===== src/rtl/mk14_mem_pkg.sv =====
// Memory map of the MK14 display SoC, imported by the RAM, the frame scanner and the top level
package mk14_mem_pkg;

	// Main RAM, 4 KiB of bytes as on the trainer
	localparam int RAM_DEPTH = 4096;
	localparam int ADDR_W = $clog2(RAM_DEPTH);

	// Eight seven-segment digits mapped one byte each from this address
	localparam logic [ADDR_W-1:0] SEG7_BASE_ADDR = ADDR_W'('h100);
	localparam int SEG7_COUNT = 8;

	// One extra code so the digit counter can run one past the last digit
	localparam int DIGIT_W = $clog2(SEG7_COUNT + 1);

	// Clocks between two refresh attempts of the LED board
	localparam int REFRESH_CYCLES = 2000;
	localparam int REFRESH_W = $clog2(REFRESH_CYCLES);

endpackage


===== src/rtl/tm1638_pkg.sv =====
// TM1638 serial bus definitions, imported by the frame scanner, the shifter and the top level
package tm1638_pkg;

	// Command kind lives in the two top bits of a leading byte
	localparam logic [1:0] CMD_KIND_DATA = 2'b01;
	localparam logic [1:0] CMD_KIND_DISPLAY = 2'b10;
	localparam logic [1:0] CMD_KIND_ADDR = 2'b11;

	typedef struct packed {
		logic [1:0] kind;
		logic [5:0] arg;
	} tm1638_cmd_s;

	// The same bus byte read as a command or as a raw segment pattern
	typedef union packed {
		tm1638_cmd_s cmd;
		logic [7:0]  raw;
	} tm1638_byte_u;

	localparam logic [7:0] CMD_DATA_AUTO_INC = 8'h40;
	localparam logic [7:0] CMD_ADDR_ZERO = 8'hc0;
	localparam logic [7:0] CMD_DISPLAY_ON = 8'h8f;

	// Bus clock timing, a bit is one low and one high half
	localparam int HALF_BIT_CYCLES = 4;
	localparam int TIMER_W = $clog2(2 * HALF_BIT_CYCLES);

	// Byte FIFO between scanner and shifter, also the initial credit count
	localparam int FIFO_DEPTH = 4;
	localparam int FIFO_AW = $clog2(FIFO_DEPTH);
	localparam int CREDIT_W = $clog2(FIFO_DEPTH + 1);

	// Frame scanner states
	localparam logic [2:0] SCAN_IDLE = 3'd0;
	localparam logic [2:0] SCAN_DATA_CMD = 3'd1;
	localparam logic [2:0] SCAN_ADDR_CMD = 3'd2;
	localparam logic [2:0] SCAN_SEG = 3'd3;
	localparam logic [2:0] SCAN_LED = 3'd4;
	localparam logic [2:0] SCAN_DISP_CMD = 3'd5;

	// Serializer states
	localparam logic [2:0] SHF_IDLE = 3'd0;
	localparam logic [2:0] SHF_START = 3'd1;
	localparam logic [2:0] SHF_LOW = 3'd2;
	localparam logic [2:0] SHF_HIGH = 3'd3;
	localparam logic [2:0] SHF_HOLD = 3'd4;
	localparam logic [2:0] SHF_GAP = 3'd5;

endpackage


===== src/rtl/seg7_frame_scanner.sv =====
// Walks one TM1638 frame, reading the segment window from RAM and pushing bytes under credits
module seg7_frame_scanner
	import mk14_mem_pkg::*;
	import tm1638_pkg::*;
(
	input  logic              clk,
	input  logic              rst_n,
	input  logic              i_start,
	output logic              o_busy,

	// Display read port of the RAM
	output logic [ADDR_W-1:0] o_rd_addr,
	input  byte               i_rd_data,

	// Byte stream to the shifter
	output logic              o_push,
	output tm1638_byte_u      o_byte,
	output logic              o_last,
	input  logic              i_credit
);

	logic [2:0]          state_q;
	logic [DIGIT_W-1:0]  digit_q;
	logic [CREDIT_W-1:0] credit_q;
	logic                take;
	logic                last_digit;
	tm1638_byte_u        next_byte;
	logic                next_last;

	assign o_busy = (state_q != SCAN_IDLE);
	assign o_rd_addr = SEG7_BASE_ADDR + ADDR_W'(digit_q);
	assign last_digit = (digit_q == DIGIT_W'(SEG7_COUNT));

	// Every non-idle state pushes exactly one byte once a credit is there
	assign take = o_busy && (credit_q != '0);

	always_comb begin
		next_byte = '0;
		next_last = 1'b0;
		case (state_q)
			SCAN_DATA_CMD: begin
				next_byte.cmd = tm1638_cmd_s'(CMD_DATA_AUTO_INC);
				next_last = 1'b1;
			end
			SCAN_ADDR_CMD: next_byte.cmd = tm1638_cmd_s'(CMD_ADDR_ZERO);
			SCAN_SEG: next_byte.raw = i_rd_data;
			// LED bytes stay zero, the last one closes the address group
			SCAN_LED: next_last = last_digit;
			SCAN_DISP_CMD: begin
				next_byte.cmd = tm1638_cmd_s'(CMD_DISPLAY_ON);
				next_last = 1'b1;
			end
			default: next_last = 1'b0;
		endcase
	end

	always_ff @(posedge clk) begin
		if (!rst_n) begin
			state_q <= SCAN_IDLE;
			digit_q <= '0;
			credit_q <= CREDIT_W'(FIFO_DEPTH);
			o_push <= 1'b0;
		end else begin
			o_push <= take;
			credit_q <= credit_q + CREDIT_W'(i_credit) - CREDIT_W'(take);
			case (state_q)
				SCAN_IDLE: if (i_start) begin
					digit_q <= '0;
					state_q <= SCAN_DATA_CMD;
				end
				SCAN_DATA_CMD: if (take) state_q <= SCAN_ADDR_CMD;
				SCAN_ADDR_CMD: if (take) state_q <= SCAN_SEG;
				// Step the digit here so the next address is on the bus during the LED byte
				SCAN_SEG: if (take) begin
					digit_q <= digit_q + 1'b1;
					state_q <= SCAN_LED;
				end
				SCAN_LED: if (take) state_q <= last_digit ? SCAN_DISP_CMD : SCAN_SEG;
				SCAN_DISP_CMD: if (take) state_q <= SCAN_IDLE;
				default: state_q <= SCAN_IDLE;
			endcase
		end
	end

	always_ff @(posedge clk) begin
		if (take) begin
			o_byte <= next_byte;
			o_last <= next_last;
		end
	end

endmodule


===== config.mk =====
export PLATFORM = sky130hd
export DESIGN_NAME = seg7_frame_scanner
export DESIGN_NICKNAME = d
export VERILOG_FILES = /design/src/rtl/mk14_mem_pkg.sv /design/src/rtl/tm1638_pkg.sv /design/src/rtl/seg7_frame_scanner.sv
export SDC_FILE = /design/constraint.sdc
export NUM_CORES = 1
export LEC_CHECK = 0
export BUFFER_PORTS_ARGS = -buffer_cell sky130_fd_sc_hd__buf_4
export CAP_MARGIN = 20
export CORE_MARGIN = 2
export CORE_UTILIZATION = 35
export CTS_CLUSTER_DIAMETER = 200
export DETAILED_ROUTE_END_ITERATION = 10
export PLACE_DENSITY_LB_ADDON = 0.25
export SYNTH_ARGS = -nofsm -noshare
export SYNTH_HDL_FRONTEND = slang
export SYNTH_SLANG_ARGS = --single-unit

===== constraint.sdc =====
create_clock -name clk -period 3.5 [get_ports clk]
set_clock_uncertainty 0.2 [all_clocks]
set_input_delay 1.05 -clock clk [delete_from_list [all_inputs] [get_ports clk]]
set_output_delay 1.05 -clock clk [all_outputs]
set_load 0.005 [all_outputs]

# After elaboration in Yosys (flattened, before gate mapping)
# Cells that the tools add are included.
dict set report op_classes {
  add_sub_neg 4
  n_eq_ne 12
  muxes 13
  n_reduce_logical 8
}
# operator n
set op_table {}
lappend op_table {{$pmux 8 s4} 1}
lappend op_table {{$mux 3} 7}
lappend op_table {{$pmux 3 s6} 1}
lappend op_table {{$ne 2x2->1 const B} 6}
lappend op_table {{$add 9x4->10 const A} 1}
lappend op_table {{$mux 4} 2}
lappend op_table {{$pmux 4 s2} 1}
lappend op_table {{$eq 3x2->1 const B} 2}
lappend op_table {{$eq 3x3->1 const B} 2}
lappend op_table {{$reduce_and 6->1} 1}
lappend op_table {{$reduce_bool 3->1} 2}
lappend op_table {{$add 4x1->4 const B} 1}
lappend op_table {{$eq 4x4->1 const B} 1}
lappend op_table {{$add 3x1->3} 1}
lappend op_table {{$eq 3x1->1 const B} 1}
lappend op_table {{$logic_not 3->1} 1}
lappend op_table {{$reduce_and 3->1} 1}
lappend op_table {{$sub 3x1->3} 1}
lappend op_table {{$pmux 1 s2} 1}
lappend op_table {{$reduce_bool 2->1} 1}
lappend op_table {{$reduce_or 2->1} 1}
lappend op_table {{$logic_and 1x1->1} 1}
dict set report totals {
  reg_bits 20
  output_inout_bits 23
  elab_cells 43
}

# Depth between registers and ports, before layout
# Gate-level depths: netlist (run 1).
dict set report depth {
  ltp_word 4
  ltp_mapped 9
}

# Least setup slack after synthesis (run 1)
# Ideal clock, no wire load.
dict set report synth_path {
  path_kind {input port to flip-flop}
  start {input port i_credit}
  end {register credit_q[2]}
  setup_ns 0.128
  arrival_time_ns 1.955
  t_required_ns 3.172
  path_slack_ns 1.218
  stages 5
  n_path_buf 0
  cell_sequence {ha_1 fa_1 xnor2_1 xnor2_1 nand2_1}
}
dict set report synth_between {
  elab_chain_cells 2
}
# item line
set synth_rtl {}
lappend synth_rtl {{start, declared} seg7_frame_scanner.sv:19} ;# input logic i_credit
lappend synth_rtl {{$add 3x1->3} seg7_frame_scanner.sv:65} ;# credit_q <= credit_q + CREDIT_W'(i_credit) - CREDIT_W'(take);
lappend synth_rtl {{$sub 3x1->3} seg7_frame_scanner.sv:65}
lappend synth_rtl {{end signal, assigned} seg7_frame_scanner.sv:61} ;# credit_q <= CREDIT_W'(FIFO_DEPTH);
lappend synth_rtl {{end signal, assigned} seg7_frame_scanner.sv:65}
lappend synth_rtl {{end, declared} seg7_frame_scanner.sv:24} ;# logic [CREDIT_W-1:0] credit_q;
# No other way between the ends.
# A chain may end at the register's enable or synchronous reset.

# Final worst setup path (run 1)
dict set report layout_path {
  start {register state_q[0]}
  end {output port o_busy}
}
dict set report layout_between {
  elab_chain_cells 1
}
# item line
set layout_rtl {}
lappend layout_rtl {{start, declared} seg7_frame_scanner.sv:22} ;# logic [2:0] state_q;
lappend layout_rtl {{start signal, assigned} seg7_frame_scanner.sv:78} ;# SCAN_LED: if (take) state_q <= last_digit ? SCAN_DISP_CMD : SCAN_SEG;
lappend layout_rtl {{$reduce_bool 3->1} seg7_frame_scanner.sv:30} ;# assign o_busy = (state_q != SCAN_IDLE);
lappend layout_rtl {{end, declared} seg7_frame_scanner.sv:9} ;# output logic o_busy,
# No other way between the ends.

==> results.sh, run 1 <==
export IMPL_rsz0062_at_grt="false"
export IMPL_powerDensity_nw_per_um2=572
export IMPL_ys_seq_area_share_pct=45.1
export IMPL_antenna_found_initial=0
export IMPL_start_kind="flip-flop"
export IMPL_cp_max_fo=14
export IMPL_fin_util_pct=43.4
export IMPL_dpl_hpwl_um=1560
export IMPL_hold_viol_final=0
export IMPL_layout_common_cells="27 x buf_4, 13 x nand2_1, 11 x dfxtp_1"
export IMPL_ys_warn_count=0
export IMPL_outcome="finished clean"
export IMPL_cts_resized=0
export IMPL_cts_tree="yes"
export IMPL_worst_slew_pin_slew_ns=0.832
export IMPL_io_buffer_count=26
export IMPL_drive_gt1_share_pct=26.1
export IMPL_maxCapViolCount=0
export IMPL_cts_sinks=20
export IMPL_drtIter0Drc=22
export IMPL_post_route_period_util_pct=77.0
export IMPL_reg2reg_to="credit_q[2]"
export IMPL_cts_hold_buf=0
export IMPL_leakage_nw=0.551
export IMPL_synth_ff_type="dfxtp_1"
export IMPL_setup_viol=0
export IMPL_r2r_start="state_q[0]"
export IMPL_core_um2=3000
export IMPL_slew_violations=0
export IMPL_setup_tns_ns=0
export IMPL_dpl_cell_area_um2=1270
export IMPL_grt_total_usage_pct=13.8
export IMPL_yosys_top_cells_area="edfxtp_1 25%, dfxtp_1 20%, buf_4 5.5%"
export IMPL_area_delta_synth_final_pct=19.8
export IMPL_cts_buffer_depth=2
export IMPL_yosys_area_top_type="edfxtp_1"
export IMPL_vias=876
export IMPL_num_rows=20
export IMPL_fin_area_um2=1300
export IMPL_clock_latency_ns=0.30
export IMPL_ys_ff_latch=20
export IMPL_root_buffer="clkbuf_4"
export IMPL_syn_area_um2=1090
export IMPL_final_cell_count_no_fill=171
export IMPL_ir_drop_mv=0.287
export IMPL_drt_met1_wl_um=1010
export IMPL_dieArea_um2=3570
export IMPL_syn_area_per_cell_um2=9.37
export IMPL_totalWireLength_um=2210
export IMPL_hp_start="digit_q[0]"
export IMPL_antennaDiodeCount=0
export IMPL_routedWlPerCell_um=12.9
export IMPL_htreeDepth=1
export IMPL_r2r_setup_slack_ns=1.05
export IMPL_wl_met3_um=102
export IMPL_layout_commonest_cell="buf_4"
export IMPL_nets=155
export IMPL_yosysTopAreaCellShare_pct=24.9
export IMPL_fp_dieW_um=59.7
export IMPL_wl_met2_um=1090
export IMPL_cts_buffers_inserted=3
export IMPL_critPathKind="flip-flop to primary output"
export IMPL_fmax_mhz=371
export IMPL_first_global_vias=844
export IMPL_min_path_cells=2
export IMPL_power_mw=0.745
export IMPL_grt_pass1_wl_um=3710
export IMPL_relSlewSlack_pct=44.3
export IMPL_fin_crit_ns=2.69
export IMPL_syn_inst=116
export IMPL_initial_core_util_pct=36.2
export IMPL_grt_max_degree=17
export IMPL_postCtsSetupBuffers=0
export IMPL_synth_edf_count=9
export IMPL_ant_nets=0
export IMPL_top_layer="met4"
export IMPL_cts_clk_slew_worst_paths_ns=0.12
export IMPL_async_flop_share_pct=0
export IMPL_worstHoldPathType="flip-flop to flip-flop"
export IMPL_drcViolationCount=0
export IMPL_firstDrtPassIters=4
export IMPL_end_kind="primary output"
export IMPL_io_pins=35
export IMPL_arrival_ns=1.44
export IMPL_grt_overflow=0
export IMPL_whs_endpoint="digit_q[0]"
export IMPL_reg2regPathDepth=8
export IMPL_post_drt_via_cell_ratio=5.12
export IMPL_required_ns=2.25
export IMPL_ys_types=39
export IMPL_die_y_um=59.7
export IMPL_gp_congestion=0.807
export IMPL_dp_cells=167
## critical path, cell delays in order, from the launching register on
cell and delay (ns):
dfxtp_1 0.45, nor3_1 0.43, inv_1 0.11, buf_4 0.15
## layer usage
layer / up-vias / global-route usage, %
li1: 432 / -
met3: 2 / 2.81
met4: 0 / 6.67
met1: 418 / 16.2
met5: - / 0
met2: 24 / 23.6
## per-stage QoR
stage,hold slack [ns],setup slack (ns)
3_3_place_gp,0.323,1.06
5_1_grt,0.404,0.682
3_5_place_dp,0.336,1.04
4_1_cts,0.356,0.785
6_report,0.346,0.805
2_1_floorplan,0.304,1.22
## layout make-up
type	instances	area, µm²
fill	306	1700
multi-input combinational	82	513
sequential	20	490
timing repair buffer	27	203
tap	33	41.3
clock buffer	4	36.3
inverter	5	18.8
## how the worst max path moves through the flow
| stage | from | to | slack [ns] |
|---|---|---|---|
| after floorplan | i_credit | credit_q[2] | 1.22 |
| after global placement | i_start | digit_q[3] | 1.06 |
| after detailed placement | i_credit | credit_q[2] | 1.04 |
| after CTS | state_q[0] | o_busy | 0.78 |
| after global routing | state_q[0] | o_busy | 0.68 |
| final | state_q[0] | o_busy | 0.81 |
## synth_stat cells, types with 3 or more instances
cell / n
nand2_1: 13
buf_4: 8
and2_1: 4
nor2_1: 5
o21ai_0: 5
edfxtp_1: 9
ha_1: 3
nor3b_1: 3
clkbuf_1: 5
dfxtp_1: 11
nor3_1: 4
a21oi_1: 5
inv_1: 5
## sequential cells by signal, indices dropped and copies added (netlist names)
register / flops
credit_q: 3
o_byte: 8
state_q: 3
o_push: 1
digit_q: 4
o_last: 1
## power breakdown
group | switching [mW] | total (mW) | internal, mW
logic | 0.128 | 0.258 | 0.130
clock network | 0.0710 | 0.134 | 0.0634
registers | 0.0428 | 0.353 | 0.310
## logic make-up (layout without fill, tap and decap cells)
logic type | Yosys count | after routing | synth area share (%)
muxes | 1 | 1 | 1.38
and+or+nand+nor | 48 | 48 | 24.6
DFF | 20 | 20 | 45.1
adders and majority gates | 4 | 4 | 5.29
other | 2 | 8 | 0.691
AOI/OAI and AO/OA | 19 | 19 | 11.5
xor gates and xnor gates | 2 | 2 | 1.61
buffers and inverters | 20 | 36 | 9.78
(Power assumes the default switching activity.)
==> run 2, diff against run 1 <==
--- a/config.mk
+++ b/config.mk
@@ -5,6 +5,7 @@
 export SDC_FILE = /design/constraint.sdc
 export NUM_CORES = 1
 export LEC_CHECK = 0
+export ABC_AREA = 1
 export BUFFER_PORTS_ARGS = -buffer_cell sky130_fd_sc_hd__buf_4
 export CAP_MARGIN = 20
 export CORE_MARGIN = 2
==> constraint.sdc (replaced) <==
create_clock -name clk -period 2.8 [get_ports clk]
set_clock_uncertainty 0.2 [all_clocks]
set_input_delay 0.84 -clock clk [delete_from_list [all_inputs] [get_ports clk]]
set_output_delay 0.84 -clock clk [all_outputs]
set_load 0.005 [all_outputs]
==> run 2 against run 1 <==
Net effect: the flow now finishes with violations (DRC); cell count increased by 12%; hold slack better by 0.014 ns; sequential power up 52%; design area decreased by 2.8%; combinational power rose by 140%; global-route usage shrank 0.90 points; sequential share of layout area grew 1.1 points; synthesized area is 3.0% lower; total power grew 75%; critical endpoint unchanged.
==> results.sh, run 2 <==
export IMPL_routedWlPerCell_um=10.7
export IMPL_cts_hold_buf=0
export IMPL_internal_power_mw=0.807
export IMPL_largest_register_ffs=8
export IMPL_dp_cells=187
export IMPL_rsz0062_at_grt="false"
export IMPL_largest_register="o_byte"
export IMPL_whs_endpoint="state_q[0]"
export IMPL_cts_sinks=20
export IMPL_clock_latency_ns=0.29
export IMPL_min_path_cells=2
export IMPL_firstDrtPassIters=7
export IMPL_p_seq_share_pct=41.2
export IMPL_vias=872
export IMPL_p_comb_share_pct=48.2
export IMPL_maxCapViolCount=0
export IMPL_ys_types=19
export IMPL_r2r_start="state_q[0]"
export IMPL_grt_pass1_wl_um=3470
export IMPL_switchingPower_mw=0.498
export IMPL_dpl_hpwl_um=1570
export IMPL_cts_resized=0
export IMPL_antenna_found_initial=0
export IMPL_synth_most_common_cell="nand2_1"
export IMPL_outcome="finished with violations"
export IMPL_drtIter0Drc=28
export IMPL_setup_viol=0
export IMPL_cts_clk_slew_worst_paths_ns=0.11
export IMPL_core_um2=2810
export IMPL_hp_start="state_q[0]"
export IMPL_grt_busiest_layer="met2"
export IMPL_syn_inst=133
export IMPL_gp_congestion=0.757
export IMPL_arrival_ns=1.14
export IMPL_post_drt_via_cell_ratio=4.57
export IMPL_fp_dieW_um=58.9
export IMPL_whs_ns=0.360
export IMPL_ys_ff_latch=20
export IMPL_powerDensity_nw_per_um2=1030
export IMPL_cpMaxStageDelayCell="dfxtp_1"
export IMPL_cts_buffers_inserted=3
export IMPL_yosysTopAreaCellShare_pct=25.6
export IMPL_yosys_top_cells_area="edfxtp_1 26%, dfxtp_1 21%, nand2_1 12%"
export IMPL_async_flop_share_pct=0
export IMPL_fin_crit_ns=2.18
export IMPL_totalWireLength_um=2040
export IMPL_grt_overflow=0
export IMPL_fin_util_pct=45.1
export IMPL_drive_gt1_share_pct=21.3
export IMPL_worstHoldPathType="flip-flop to flip-flop"
export IMPL_cts_buffer_depth=2
export IMPL_slew_violations=0
export IMPL_drcViolationCount=4
export IMPL_yosys_area_top_type="edfxtp_1"
export IMPL_top_regs="o_byte: 8 flops, digit_q: 4 flops"
export IMPL_synth_ff_type="dfxtp_1"
export IMPL_grt_max_degree=13
export IMPL_ir_drop_mv=0.440
export IMPL_hold_viol_final=0
export IMPL_cp_max_fo=6
export IMPL_syn_area_per_cell_um2=7.93
export IMPL_critPathKind="flip-flop to primary output"
export IMPL_met2_usage_pct=22.4
export IMPL_ys_warn_count=0
export IMPL_worst_slew_pin_slew_ns=0.511
export IMPL_die_y_um=58.9
export IMPL_dpl_cell_area_um2=1240
export IMPL_setup_slack_ns=0.616
export IMPL_r2r_setup_slack_ns=0.64
export IMPL_fin_area_um2=1270
export IMPL_start_kind="flip-flop"
export IMPL_globalRouteMet1Util_pct=15.9
export IMPL_end_kind="primary output"
export IMPL_syn_area_um2=1050
export IMPL_swShare_pct=38.2
export IMPL_num_rows=19
export IMPL_postCtsSetupBuffers=0
export IMPL_reg2regPathDepth=10
export IMPL_io_buffer_count=26
export IMPL_post_route_period_util_pct=78.0
export IMPL_root_buffer="clkbuf_4"
export IMPL_htreeDepth=1
export IMPL_ant_nets=0
export IMPL_synth_edf_count=9
export IMPL_first_global_vias=821
export IMPL_crit_chain="nor2_1 > nand2_1 > buf_4"
export IMPL_initial_core_util_pct=37.6
export IMPL_relSlewSlack_pct=65.9
export IMPL_leakage_nw=0.637
export IMPL_violations="DRC"
export IMPL_io_pins=35
export IMPL_synth_common_cells="33 x nand2_1, 20 x nor2_1, 18 x inv_1, 11 x dfxtp_1, 10 x nand3_1"
export IMPL_final_cell_count_no_fill=191
export IMPL_nets=177
export IMPL_power_mw=1.31
export IMPL_antennaDiodeCount=0
export IMPL_reg2reg_to="credit_q[2]"
export IMPL_grt_total_usage_pct=12.9
export IMPL_post_place_ws_ns=0.645
export IMPL_dieArea_um2=3470
export IMPL_cpPeakStageDelay_ns=0.37
export IMPL_cts_tree="yes"
export IMPL_fmax_mhz=458
export IMPL_ys_seq_area_share_pct=46.5
export IMPL_grt_use_met3_pct=2.64
export IMPL_layout_common_cells="33 x nand2_1, 27 x buf_4, 20 x nor2_1"
export IMPL_pwr_share_clk_pct=10.6
export IMPL_layout_commonest_cell="nand2_1"
export IMPL_setup_tns_ns=0
export IMPL_required_ns=1.76
export IMPL_area_delta_synth_final_pct=20.0
-- run 2: cell families (layout without fill, tap and decap cells) --
kind of cell	Yosys count	in the layout	share of synthesized area, %
AO/OA/AOI/OAI	7	7	3.44
adder cells (fa/ha/maj)	4	4	5.46
other	2	8	0.712
XOR/XNOR	3	3	2.49
AND/OR/NAND/NOR	69	69	27.5
buffers and inverters	28	49	13.9
flip-flops	20	20	46.5
-- run 2: layout make-up --
cell class / count / area (µm²)
clock buffer: 4 / 26.3
fill: 312 / 1540
inverter: 18 / 67.6
multi-input combinational: 91 / 440
sequential: 20 / 490
tap: 31 / 38.8
timing repair buffer: 27 / 203
-- run 2: worst max path at each step --
stage	from	endpoint	slack, ns	cells past startpoint
floorplan	state_q[0]	credit_q[2]	0.66	10
global placement	state_q[0]	credit_q[2]	0.72	10
detailed placement	state_q[0]	credit_q[2]	0.64	10
CTS	state_q[0]	o_busy	0.59	3
global route	state_q[0]	credit_q[2]	0.38	10
finish	state_q[0]	o_busy	0.62	3
-- run 2: power groups by stage --
| stage | Clock [mW] | Sequential [mW] | Combinational [mW] |
|---|---|---|---|
| detailed placement | 0 | 0.546 | 0.635 |
| finish | 0.138 | 0.538 | 0.629 |
| global placement | 0 | 0.541 | 0.626 |
| CTS | 0.148 | 0.539 | 0.639 |
| floorplan | 0 | 0.547 | 0.384 |
| global route | 0.163 | 0.557 | 0.729 |
-- run 2: worst max-delay path: cells and delay by family (launching register included) --
kind / cells / cell delay (ns)
AND/OR/NAND/NOR: 2 / 0.32
flip-flops: 1 / 0.37
buffers and inverters: 1 / 0.16
-- run 2: per-layer routing --
metal  vias to the layer above  share of wire [%]
li1                        451                  -
met1                       391                 43
met2                        28                 48
met3                         2                8.9
met4                         0               0.49
met5                         -                  0
