## src/rtl/tm1638_pkg.sv

```systemverilog
// TM1638 serial bus definitions, imported by the frame scanner, the shifter and the top level
package tm1638_pkg;

	// Command kind lives in the two top bits of a leading byte
	localparam logic [1:0] CMD_KIND_DATA = 2'b01;
	localparam logic [1:0] CMD_KIND_DISPLAY = 2'b10;
	localparam logic [1:0] CMD_KIND_ADDR = 2'b11;

	typedef struct packed {
		logic [1:0] kind;
		logic [5:0] arg;
	} tm1638_cmd_s;

	// The same bus byte read as a command or as a raw segment pattern
	typedef union packed {
		tm1638_cmd_s cmd;
		logic [7:0]  raw;
	} tm1638_byte_u;

	localparam logic [7:0] CMD_DATA_AUTO_INC = 8'h40;
	localparam logic [7:0] CMD_ADDR_ZERO = 8'hc0;
	localparam logic [7:0] CMD_DISPLAY_ON = 8'h8f;

	// Bus clock timing, a bit is one low and one high half
	localparam int HALF_BIT_CYCLES = 4;
	localparam int TIMER_W = $clog2(2 * HALF_BIT_CYCLES);

	// Byte FIFO between scanner and shifter, also the initial credit count
	localparam int FIFO_DEPTH = 4;
	localparam int FIFO_AW = $clog2(FIFO_DEPTH);
	localparam int CREDIT_W = $clog2(FIFO_DEPTH + 1);

	// Frame scanner states
	localparam logic [2:0] SCAN_IDLE = 3'd0;
	localparam logic [2:0] SCAN_DATA_CMD = 3'd1;
	localparam logic [2:0] SCAN_ADDR_CMD = 3'd2;
	localparam logic [2:0] SCAN_SEG = 3'd3;
	localparam logic [2:0] SCAN_LED = 3'd4;
	localparam logic [2:0] SCAN_DISP_CMD = 3'd5;

	// Serializer states
	localparam logic [2:0] SHF_IDLE = 3'd0;
	localparam logic [2:0] SHF_START = 3'd1;
	localparam logic [2:0] SHF_LOW = 3'd2;
	localparam logic [2:0] SHF_HIGH = 3'd3;
	localparam logic [2:0] SHF_HOLD = 3'd4;
	localparam logic [2:0] SHF_GAP = 3'd5;

endpackage

```

## src/rtl/tm1638_shifter.sv

```systemverilog
// Buffers bus bytes in a small FIFO and shifts them out on the TM1638 clock, strobe and data pins
module tm1638_shifter
	import tm1638_pkg::*;
(
	input  logic         clk,
	input  logic         rst_n,

	// Byte stream from the scanner, one credit returned per pop
	input  logic         i_push,
	input  tm1638_byte_u i_byte,
	input  logic         i_last,
	output logic         o_credit,
	output logic         o_active,

	output logic         o_tm1638_clk,
	output logic         o_tm1638_stb,
	output logic         o_tm1638_dio
);

	logic [8:0]          fifo_mem [FIFO_DEPTH];
	logic [FIFO_AW-1:0]  wr_ptr_q;
	logic [FIFO_AW-1:0]  rd_ptr_q;
	logic [CREDIT_W-1:0] count_q;
	logic [2:0]          state_q;
	logic [TIMER_W-1:0]  timer_q;
	logic [2:0]          bit_q;
	logic [7:0]          shreg_q;
	logic                last_q;
	logic                half_done;
	logic                byte_done;
	logic                step;
	logic                pop;
	logic [7:0]          head_byte;
	logic                head_last;

	assign {head_last, head_byte} = fifo_mem[rd_ptr_q];
	assign half_done = (timer_q == TIMER_W'(HALF_BIT_CYCLES - 1));
	assign byte_done = (state_q == SHF_HIGH) && half_done && (bit_q == 3'd7);
	assign step = (state_q == SHF_HIGH) && half_done && (bit_q != 3'd7);

	// Load the next byte after the strobe lead-in, or straight after a byte inside a group
	assign pop = (count_q != '0) &&
		(((state_q == SHF_START) && half_done) || (byte_done && !last_q) ||
		(state_q == SHF_HOLD));

	assign o_active = i_push || (count_q != '0) || (state_q != SHF_IDLE);

	always_ff @(posedge clk) begin
		if (i_push) begin
			fifo_mem[wr_ptr_q] <= {i_last, i_byte.raw};
		end
		if (pop) begin
			shreg_q <= head_byte;
			last_q <= head_last;
		end else if (step) begin
			shreg_q <= shreg_q >> 1;
		end
	end

	always_ff @(posedge clk) begin
		if (!rst_n) begin
			wr_ptr_q <= '0;
			rd_ptr_q <= '0;
			count_q <= '0;
			state_q <= SHF_IDLE;
			timer_q <= '0;
			bit_q <= '0;
			o_credit <= 1'b0;
			o_tm1638_clk <= 1'b1;
			o_tm1638_stb <= 1'b1;
			o_tm1638_dio <= 1'b1;
		end else begin
			o_credit <= pop;
			count_q <= count_q + CREDIT_W'(i_push) - CREDIT_W'(pop);
			if (i_push) wr_ptr_q <= wr_ptr_q + 1'b1;
			if (pop) rd_ptr_q <= rd_ptr_q + 1'b1;
			timer_q <= timer_q + 1'b1;

			if (pop) begin
				// First bit goes out as the clock falls
				state_q <= SHF_LOW;
				timer_q <= '0;
				bit_q <= '0;
				o_tm1638_clk <= 1'b0;
				o_tm1638_dio <= head_byte[0];
			end else begin
				case (state_q)
					SHF_IDLE: if (count_q != '0) begin
						o_tm1638_stb <= 1'b0;
						timer_q <= '0;
						state_q <= SHF_START;
					end
					SHF_LOW: if (half_done) begin
						o_tm1638_clk <= 1'b1;
						timer_q <= '0;
						state_q <= SHF_HIGH;
					end
					SHF_HIGH: if (half_done) begin
						timer_q <= '0;
						if (step) begin
							bit_q <= bit_q + 1'b1;
							o_tm1638_clk <= 1'b0;
							o_tm1638_dio <= shreg_q[1];
							state_q <= SHF_LOW;
						end else if (last_q) begin
							o_tm1638_stb <= 1'b1;
							state_q <= SHF_GAP;
						end else begin
							state_q <= SHF_HOLD;
						end
					end
					// Strobe stays high one full bit before the next group
					SHF_GAP: if (timer_q == TIMER_W'(2 * HALF_BIT_CYCLES - 1)) begin
						state_q <= SHF_IDLE;
					end
					SHF_START, SHF_HOLD: state_q <= state_q;
					default: state_q <= SHF_IDLE;
				endcase
			end
		end
	end

endmodule

```

## config.mk

```make
export PLATFORM = sky130hd
export DESIGN_NAME = tm1638_shifter
export DESIGN_NICKNAME = d
export VERILOG_FILES = /design/src/rtl/tm1638_pkg.sv /design/src/rtl/tm1638_shifter.sv
export SDC_FILE = /design/constraint.sdc
export NUM_CORES = 1
export LEC_CHECK = 0
export BUFFER_PORTS_ARGS = -buffer_cell sky130_fd_sc_hd__buf_2
export CORE_MARGIN = 1.5
export CORE_UTILIZATION = 50
export CTS_CLUSTER_DIAMETER = 100
export DETAILED_ROUTE_END_ITERATION = 16
export GPL_TIMING_DRIVEN = 0
export PLACE_DENSITY = 0.77
export SLEW_MARGIN = 20
export SYNTH_ARGS = -nofsm -noshare
export SYNTH_HDL_FRONTEND = slang
export SYNTH_SLANG_ARGS = --single-unit
```

## constraint.sdc

```tcl
create_clock -name clk -period 4.2 [get_ports clk]
set_clock_uncertainty 0.15 [all_clocks]
set_input_delay 0.84 -clock clk [delete_from_list [all_inputs] [get_ports clk]]
set_output_delay 0.84 -clock clk [all_outputs]
set_load 0.05 [all_outputs]
```

# After elaboration in Yosys (flattened, before gate mapping)
# Memory sizes are Yosys's and may differ from the RTL's. A register that Yosys moved wholly into a read port is not among the register bits.
# Index checks and enable logic that the tools add are counted.
[word_totals]
n_memories = 1
register_bits = 29
latchBits = 0
ram_bits = 36
rom_bits = 0
[memory_table]
columns = ["memory", "depth", "word_bits", "rd", "rd_clocked_by_memory_dff", "wr", "line", "source"]
rows = [
  ["fifo_mem", 4, 9, 1, 1, 1, "tm1638_shifter.sv:20", "logic [8:0] fifo_mem [FIFO_DEPTH];"],
]
[classes]
n_addsub = 6
div_mod_pow = 0
eq_ne = 21
multipliers = 0
n_lt_le_gt_ge = 0
n_bitwise = 3
n_shift = 0
n_reduce_logical = 28
muxes = 31
[op_table]
columns = ["operator", "count"]
rows = [
  ["$mux 3", 7],
  ["$ne 3x3->1 const B", 6],
  ["$mux 8", 2],
  ["$mux 1", 15],
  ["$pmux 3 s5", 1],
  ["$ne 2x2->1 const B", 7],
  ["$eq 3x3->1 const B", 4],
  ["$reduce_and 5->1", 2],
  ["$eq 3x2->1 const B", 3],
  ["$reduce_bool 3->1", 3],
  ["$reduce_bool 2->1", 4],
  ["$add 3x1->3 const B", 2],
  ["$logic_and 1x1->1", 6],
  ["$mux 2", 3],
  ["$pmux 3 s2", 1],
  ["$reduce_and 3->1", 2],
  ["$reduce_and 6->1", 1],
  ["$reduce_or 2->1", 3],
  ["$add 2x1->2 const B", 2],
  ["$logic_or 1x1->1", 4],
  ["$pmux 1 s2", 2],
  ["$reduce_and 4->1", 1],
  ["$add 3x1->3", 1],
  ["$eq 3x1->1 const B", 1],
  ["other kinds (4)", 6],
]

# Logic depth before layout (Yosys ltp)
# Gate-level depths: netlist (run 1).
[depth]
depth_word = 9
mapped_depth = 12
depth_no_buf = 11

# Worst setup path before layout (run 1)
# Ideal clock, no wire load.
[synth_timing]
path_type = "register -> register"
startpoint = "reg timer_q[0]"
endpoint = "reg count_q[2]"
required_ps = 3922
slack_ps = 1244
n_path_buf = 0
path_stages_with_launch = 12
arrival_ps = 2679
cell_sequence = "dfxtp_1 -> ha_1 -> ha_1 -> nand2_1 -> or4b_4 -> and2_1 -> mux2_2 -> ha_1 -> fa_1 -> xnor2_1 -> xnor2_1 -> nor2_1"
[synth_between]
elab_chain_cells = 8
[synth_rtl]
columns = ["element", "line", "source"]
rows = [
  ["start, declared", "tm1638_shifter.sv:25", "logic [TIMER_W-1:0] timer_q;"],
  ["start signal, assigned", "tm1638_shifter.sv:77", "timer_q <= timer_q + 1'b1;"],
  ["$eq 3x2->1 (*)", "tm1638_shifter.sv:37", "assign half_done = (timer_q == TIMER_W'(HALF_BIT_CYCLES - 1));"],
  ["$logic_and 1x1->1 (2 in a row)", "tm1638_shifter.sv:38", "assign byte_done = (state_q == SHF_HIGH) && half_done && (bit_q == 3'd7);"],
  ["$logic_and 1x1->1", "tm1638_shifter.sv:43", "(((state_q == SHF_START) && half_done) || (byte_done && !last_q) ||"],
  ["$logic_or 1x1->1 (*) (2 in a row)", "tm1638_shifter.sv:43", ""],
  ["$logic_and 1x1->1 (*)", "tm1638_shifter.sv:42", "assign pop = (count_q != '0) &&"],
  ["$sub 3x1->3 (*)", "tm1638_shifter.sv:74", "count_q <= count_q + CREDIT_W'(i_push) - CREDIT_W'(pop);"],
  ["end signal, assigned", "tm1638_shifter.sv:74", ""],
  ["end, declared", "tm1638_shifter.sv:23", "logic [CREDIT_W-1:0] count_q;"],
]
# Mark *: on every way between the ends. The rest lies on a longest branch, timed or not.
# A chain may end at the register's enable or synchronous reset.

# Worst setup path after layout (run 1)
# Same ends and word-level chain as after synthesis.

==> results.ini, run 1 <==
[run_status]
outcome = finished, final reports clean

[placed_design]
dp_hpwl_mm = 2.83
place.port_buffers = 16
routability_congestion_estimate = 0.858

[synth]
mappedNetlistArea_um2 = 2780
yosys.area.top_type = edfxtp_1
syn-mean-instance-area_um2 = 15.0
synth_edf_count = 44
largest_family_of_logic_cells_by_synthesized_area = multiplexers
warnings_synthesis = 0
ys_async_rst_share = 0
yosysTopAreaCellShare = 0.475
post_synth_most_frequent_cells = edfxtp_1 (44), dfxtp_1 (22), ha_1 (11), nand2_1 (11), mux4_2 (9)
synthSimpleGateAreaFrac = 0.0944
synth_xor_xnor_area_share = 0.0126
ys_ff_latch = 66
post_synthesis_compound_gate_area_fraction = 0.0472
syn_inst = 185
synth.most_common_cell = edfxtp_1
mappedNetlistNets = 209
synthFlopType = edfxtp_1
synth_mux_area_frac = 0.129
synth.lib_cells_used.distinct = 41
synth_top_cells_by_area = edfxtp_1 (47%), dfxtp_1 (16%), mux4_2 (7.3%), ha_1 (4.9%), mux2i_1 (2.5%)
yosysSeqAreaShare = 0.633
synthAdderAreaFrac = 0.0567

[clocking]
post-cts-setup-buffer-count = 0
worst_skew_pair.late_latency_ns = 0.34
postCtsHoldBufs = 0
tritoncts_num_sinks = 66
cts-root-to-sink-buffers = 2
clock-root-buffer = clkbuf_8
tritoncts = yes
post_cts_resize_count = 0
cts-buffers-inserted = 9
clock_tree.htree_level_count = 3
worst_setup_hold_path_clk_slew_ns = 0.07

[route]
wl_mm = 4.18
vias_per_cell = 5.19
drt_pass1_iterations = 4
detailedRoute.firstIterationViolations = 70
detail_route.wl_per_cell_um = 14.6
drc_errors = 0
vias = 1490
drtAntennaViolNets = 0

[floorplanning]
floorplan.io_pins = 17
floorplan.core_area_um2 = 5240
initial_utilization = 0.531
placement_rows = 26
dieHeight_um = 77.6
design.die.area_um2 = 6020
dieWidth_um = 77.6

[pwr]
power_per_cell_area_nw_per_um2 = 449
static-leakage-power_nw = 1.12
irDropWorstVdd_mv = 0.279

[global_route]
via_count_of_the_first_global_routing_pass = 1437
grt_remaining_overflow = 0
grt_pass1_wl_mm = 6.98
grt_antenna_before_repair = 0
grt_max_degree = 14
groute.usage.overall = 0.159

[setup_path]
cp_slowest_cell = or4b_4
worst_setup_path_end_kind = register
path_delay_family = adder cells
worst_setup_path_start_kind = register
worstPathCellList = ha_1 > ha_1 > nand2_1 > or4b_4 > and2_1 > mux2_2 > ha_1 > fa_1 > xnor2_1 > xnor2_1 > nor2_1
timing.critical_path.required_ns = 4.27
path_class = register to register
timing.critical_path.slowest_cell_delay_ns = 0.57
path_max_fanout = 6
worstPathBufferInverterCount = 0
arrival_ns = 3.24
timing.critical_path.mode_cell = ha_1

[cells_and_area]
ant_cells = 0
layout.filler_cells = 404
area_added_between_synthesis_and_finish_pct = 13.3
final_layout_size_suffix_gt1_frac = 0.272
design.final.nets = 236

[timing]
slew_headroom = 0.457
period_needed_ns = 3.17
grt_setup_unrepaired = false
finalHoldWorstSlack_ns = 0.274
timing.final.max_slew_violations = 0
tns_ns = 0
worst-slew-pin-transition_ns = 0.808
setup-violations-final = 0
max_freq_mhz = 315
report.final.hold_viol_count = 0
period_share = 0.755

[flow_run]
max_cap_violations = 0

[worst_hold_path]
hold_class = register to register

[cell families (layout without fill, tap and decap cells)]
logic type,Yosys count,count (layout)
AOI/OAI and AO/OA,17,17
and+or+nand+nor,47,47
adders and majority gates,12,12
buffers and inverters,16,48
DFF,66,66
muxes,23,23
xor gates and xnor gates,4,4
[layer usage]
| metal | global-route usage | routed length [um] | vias to the layer above |
|---|---|---|---|
| li1 | - | - | 747 |
| met1 | 0.209 | 2000 | 711 |
| met3 | 0.0459 | 123 | 9 |
| met5 | 0 | 0 | - |
| met2 | 0.236 | 1980 | 23 |
| met4 | 0.0927 | 79 | 0 |
[cell usage in the layout, fill, tap and decap left out, drive strengths merged, types with 4 or more instances in the layout]
cell / instances
and2: 8
ha: 11
mux2i: 7
edfxtp: 44
nor2: 6
clkbuf: 12
buf: 21
dfxtp: 22
mux4: 9
mux2: 7
nand2: 11
nor3: 8
inv: 10
xnor2: 4
[state kept, by name (all words and copies together), names as in the netlist, 2 cells and up, named ones only]
signal    flops
fifo_mem     36
shreg_q       7
bit_q         3
count_q       3
state_q       3
timer_q       3
rd_ptr_q      2
wr_ptr_q      2
[through the flow]
stage	power, mW	instance area, um2	setup slack [ns]	instances	util
2_1_floorplan	0.854	2780	1.24	185	-
3_3_place_gp	0.888	2950	1.03	271	0.563
3_5_place_dp	0.892	2950	1.02	271	0.563
4_1_cts	1.43	3150	0.998	287	0.602
5_1_grt	1.47	3150	0.786	287	0.602
6_report	1.41	3150	1.03	287	0.602
[final timing paths]
check	cells after the start	end	startpoint	slack, ns
max	11	count_q[2]	timer_q[0]	1.03
min	1	timer_q[0]	timer_q[0]	0.27
min reg2reg	1	timer_q[0]	timer_q[0]	0.27
max reg2reg	11	count_q[2]	timer_q[0]	1.03
[final cells by class]
cell class / instances / area [um2] / share of cell area
flip-flops and latches: 66 / 1760 / 0.559
well taps: 70 / 87.6 / 0.0278
clock buffers: 9 / 124 / 0.0393
plain buffers: 8 / 45.0 / 0.0143
multi-input cells: 103 / 946 / 0.300
inverters: 8 / 30.0 / 0.00953
clock inverters: 7 / 77.6 / 0.0246
repair buffers: 16 / 80.1 / 0.0254
[where the power goes]
group / total, mW / switching (mW) / internal (mW)
combinational: 0.133 / 0.0831 / 0.0497
sequential: 0.742 / 0.0145 / 0.728
clock: 0.539 / 0.260 / 0.279
(Power assumes the default switching activity.)
==> run 2: changes to the inputs <==
--- a/config.mk
+++ b/config.mk
@@ -5,13 +5,14 @@
 export SDC_FILE = /design/constraint.sdc
 export NUM_CORES = 1
 export LEC_CHECK = 0
+export ABC_AREA = 1
 export BUFFER_PORTS_ARGS = -buffer_cell sky130_fd_sc_hd__buf_2
 export CORE_MARGIN = 1.5
 export CORE_UTILIZATION = 50
 export CTS_CLUSTER_DIAMETER = 100
 export DETAILED_ROUTE_END_ITERATION = 16
 export GPL_TIMING_DRIVEN = 0
-export PLACE_DENSITY = 0.77
+export PLACE_DENSITY = 0.79
 export SLEW_MARGIN = 20
 export SYNTH_ARGS = -nofsm -noshare
 export SYNTH_HDL_FRONTEND = slang
==> constraint.sdc (replaced) <==
create_clock -name clk -period 2.8 [get_ports clk]
set_clock_uncertainty 0.15 [all_clocks]
set_input_delay 0.56 -clock clk [delete_from_list [all_inputs] [get_ports clk]]
set_output_delay 0.56 -clock clk [all_outputs]
set_load 0.05 [all_outputs]
==> run 2 against run 1 <==
  * Synthesized cell count is 46% higher
  * Synthesized area is 1.3% higher
  * Worst setup slack got worse by 0.75 ns
  * Final cell count grew 30%
  * Critical endpoint unchanged
==> results.ini, run 2 <==
[run_status]
outcome = finished, final reports clean

[pwr]
irDropWorstVdd_mv = 0.426  ; +53%
fin_total_pwr_mw = 2.29  ; +62%
static-leakage-power_nw = 1.30  ; +17%
power_per_cell_area_nw_per_um2 = 719  ; +60%

[timing]
period_share = 0.900  ; +0.145
max_freq_mhz = 397  ; +26%
tns_ns = 0  ; unchanged
timing.final.max_slew_violations = 0  ; unchanged
report.final.hold_viol_count = 0  ; unchanged
finalHoldWorstSlack_ns = 0.273  ; -0.00109 ns
period_needed_ns = 2.52  ; -0.653 ns
setup-violations-final = 0  ; unchanged
worst-slew-pin-transition_ns = 0.540  ; -0.268 ns
grt_setup_unrepaired = false
slew_headroom = 0.640  ; +0.183

[setup_path]
setup.reg_to_reg.worst_slack_ns = 0.28  ; -0.75 ns
r2r_depth = 14  ; +3
worst_r2r_endpoint = count_q[2]
worst_r2r_startpoint = timer_q[0]
timing.critical_path.required_ns = 2.93  ; -1.34 ns
path_class = register to register
worst_setup_path_end_kind = register
path_max_fanout = 9  ; +3
arrival_ns = 2.65  ; -0.59 ns
worst_setup_path_start_kind = register

[placed_design]
place.port_buffers = 15  ; -1
dp_hpwl_mm = 3.26  ; +15%
routability_congestion_estimate = 0.829  ; -3.4%
place_inst = 357  ; +32%

[clocking]
post_cts_resize_count = 0  ; unchanged
cts-root-to-sink-buffers = 2  ; unchanged
tritoncts = yes
worst_skew_pair.late_latency_ns = 0.35  ; about the same
tritoncts_num_sinks = 66  ; unchanged
postCtsHoldBufs = 0  ; unchanged
clock-root-buffer = clkbuf_8
post-cts-setup-buffer-count = 0  ; unchanged
clock_tree.htree_level_count = 3  ; unchanged
worst_setup_hold_path_clk_slew_ns = 0.08  ; about the same
cts-buffers-inserted = 9  ; unchanged

[cells_and_area]
multiInputGateArea_um2 = 898  ; -5.0%
area_added_between_synthesis_and_finish_pct = 13.0
post_layout_nonfiller_instances = 373  ; +30%
reg_top3 = fifo_mem x36, shreg_q x7
design.final.nets = 320  ; +36%
sequential_cell_area_in_the_final_layout_um2 = 1760  ; unchanged
number_of_flip_flops_in_the_largest_register = 36  ; unchanged
layout.filler_cells = 491  ; +22%
ant_cells = 0  ; unchanged
register_with_the_most_flip_flops = fifo_mem
final_layout_size_suffix_gt1_frac = 0.156  ; -0.116
layout_common_cells = nand2_1 (51), edfxtp_1 (44), inv_1 (30)
layout.cells.most_common = nand2_1

[synth]
yosysTopAreaCellShare = 0.469  ; -0.00632
ys_ff_latch = 66  ; unchanged
post_synth_most_frequent_cells = nand2_1 (51), edfxtp_1 (44), inv_1 (30)
synth_edf_count = 44  ; unchanged
ys_async_rst_share = 0  ; unchanged
syn_inst = 270  ; +46%
synth.most_common_cell = nand2_1
synth_top_cells_by_area = edfxtp_1 (47%), dfxtp_1 (16%), nand2_1 (6.8%), ha_1 (4.9%), o21ai_0 (4.4%)
mappedNetlistNets = 294  ; +41%
synthFlopType = edfxtp_1
yosysSeqAreaShare = 0.625  ; -0.00843
yosys.area.top_type = edfxtp_1
mappedNetlistArea_um2 = 2820  ; +1.3%
syn-mean-instance-area_um2 = 10.4  ; -31%
synth.lib_cells_used.distinct = 28  ; -32%
warnings_synthesis = 0  ; unchanged

[route]
drtAntennaViolNets = 0  ; unchanged
detail_route.wl_per_cell_um = 12.9  ; -11%
drc_errors = 0  ; unchanged
vias = 1875  ; +26%
wl_mm = 4.82  ; +15%
vias_per_cell = 5.03  ; -3.2%
detailedRoute.firstIterationViolations = 85  ; +21%
drt_pass1_iterations = 5  ; +1

[floorplanning]
floorplan.core_area_um2 = 5470  ; +4.5%
placement_rows = 27  ; +3.8%
initial_utilization = 0.515  ; -0.0160
design.die.area_um2 = 6100  ; +1.3%
dieHeight_um = 78.1  ; +0.64%
dieWidth_um = 78.1  ; +0.64%
floorplan.io_pins = 17  ; unchanged

[worst_hold_path]
hold_critical_path_depth = 1  ; unchanged
hold_class = input port to register
min-delay-start = i_byte[4]
timing.hold.worst_endpoint = fifo_mem[0][4]

[global_route]
grt_max_degree = 14  ; unchanged
groute.usage.overall = 0.179  ; +0.0200
grt_remaining_overflow = 0  ; unchanged
grt_pass1_wl_mm = 8.14  ; +17%
via_count_of_the_first_global_routing_pass = 1745  ; +21%
grt_antenna_before_repair = 0  ; unchanged

[flow_run]
max_cap_violations = 0  ; unchanged

## run 2: cell types whose count changed in the layout (fill, tap and decap cells not counted), sizes merged, moves of 6 or more
cell	before	now
o21ai	2	27
nor2	6	31
nand3	1	9
mux2i	7	0
mux4	9	0
inv	10	34
nor3	8	2
and2	8	0
nand2	11	55
o22ai	0	9
a21oi	3	14
mux2	7	0
## run 2: logic make-up (layout without fill, tap and decap cells)
kind of cell	Yosys count	in the layout	synth area share
AND/OR/NAND/NOR	100	100	0.154
flip-flops	66	66	0.625
AO/OA/AOI/OAI	50	50	0.0967
buffers and inverters	38	69	0.0568
adder cells (fa/ha/maj)	12	12	0.0559
XOR/XNOR	4	4	0.0124
## run 2: area by class of cell
cell class | instances | share of cell area
flip-flops and latches | 66 | 0.553
multi-input cells | 166 | 0.282
clock buffers | 9 | 0.0389
inverters | 31 | 0.0365
well taps | 72 | 0.0283
clock inverters | 7 | 0.0240
repair buffers | 15 | 0.0236
plain buffers | 7 | 0.0137
## run 2: per-layer routing
metal,vias up,global-route usage,part of all wire
met5,-,0,0
met4,0,0.102,0.022
met3,11,0.0581,0.047
met2,46,0.276,0.47
met1,858,0.222,0.46
li1,960,-,-
## run 2: worst max path at each step
| stage | to | slack, ns | from | cells past startpoint |
|---|---|---|---|---|
| 5_1_grt | count_q[1] | 0.07 | timer_q[0] | 14 |
| 3_3_place_gp | count_q[1] | 0.29 | timer_q[0] | 14 |
| 3_5_place_dp | count_q[1] | 0.26 | timer_q[0] | 14 |
| 4_1_cts | count_q[1] | 0.24 | timer_q[0] | 14 |
| 6_report | count_q[2] | 0.28 | timer_q[0] | 14 |
| 2_1_floorplan | count_q[2] | 0.47 | timer_q[0] | 14 |
## run 2: stage by stage
stage                     utilization  area (um2)  setup slack (ns)
after CTS                       0.582        3190             0.243
after floorplan                     -        2820             0.471
after global routing            0.582        3190            0.0703
after detailed placement        0.545        2990             0.262
final                           0.582        3190             0.280
after global placement          0.545        2990             0.290
## run 2: worst max-delay path: stages, from the launching register on
cell	delay, ns
dfxtp_1	0.32
ha_1	0.23
ha_1	0.28
nand3_1	0.11
nand2_1	0.05
nand2_1	0.07
nand2_2	0.06
nand2_2	0.07
inv_2	0.08
nand2_1	0.10
o21ai_0	0.10
ha_1	0.20
fa_1	0.38
xor2_1	0.17
nor2_1	0.09
## run 2: power breakdown
group | internal [mW] | switching [mW]
combinational | 0.106 | 0.232
clock | 0.418 | 0.395
sequential | 1.10 | 0.0364
total | 1.63 | 0.663
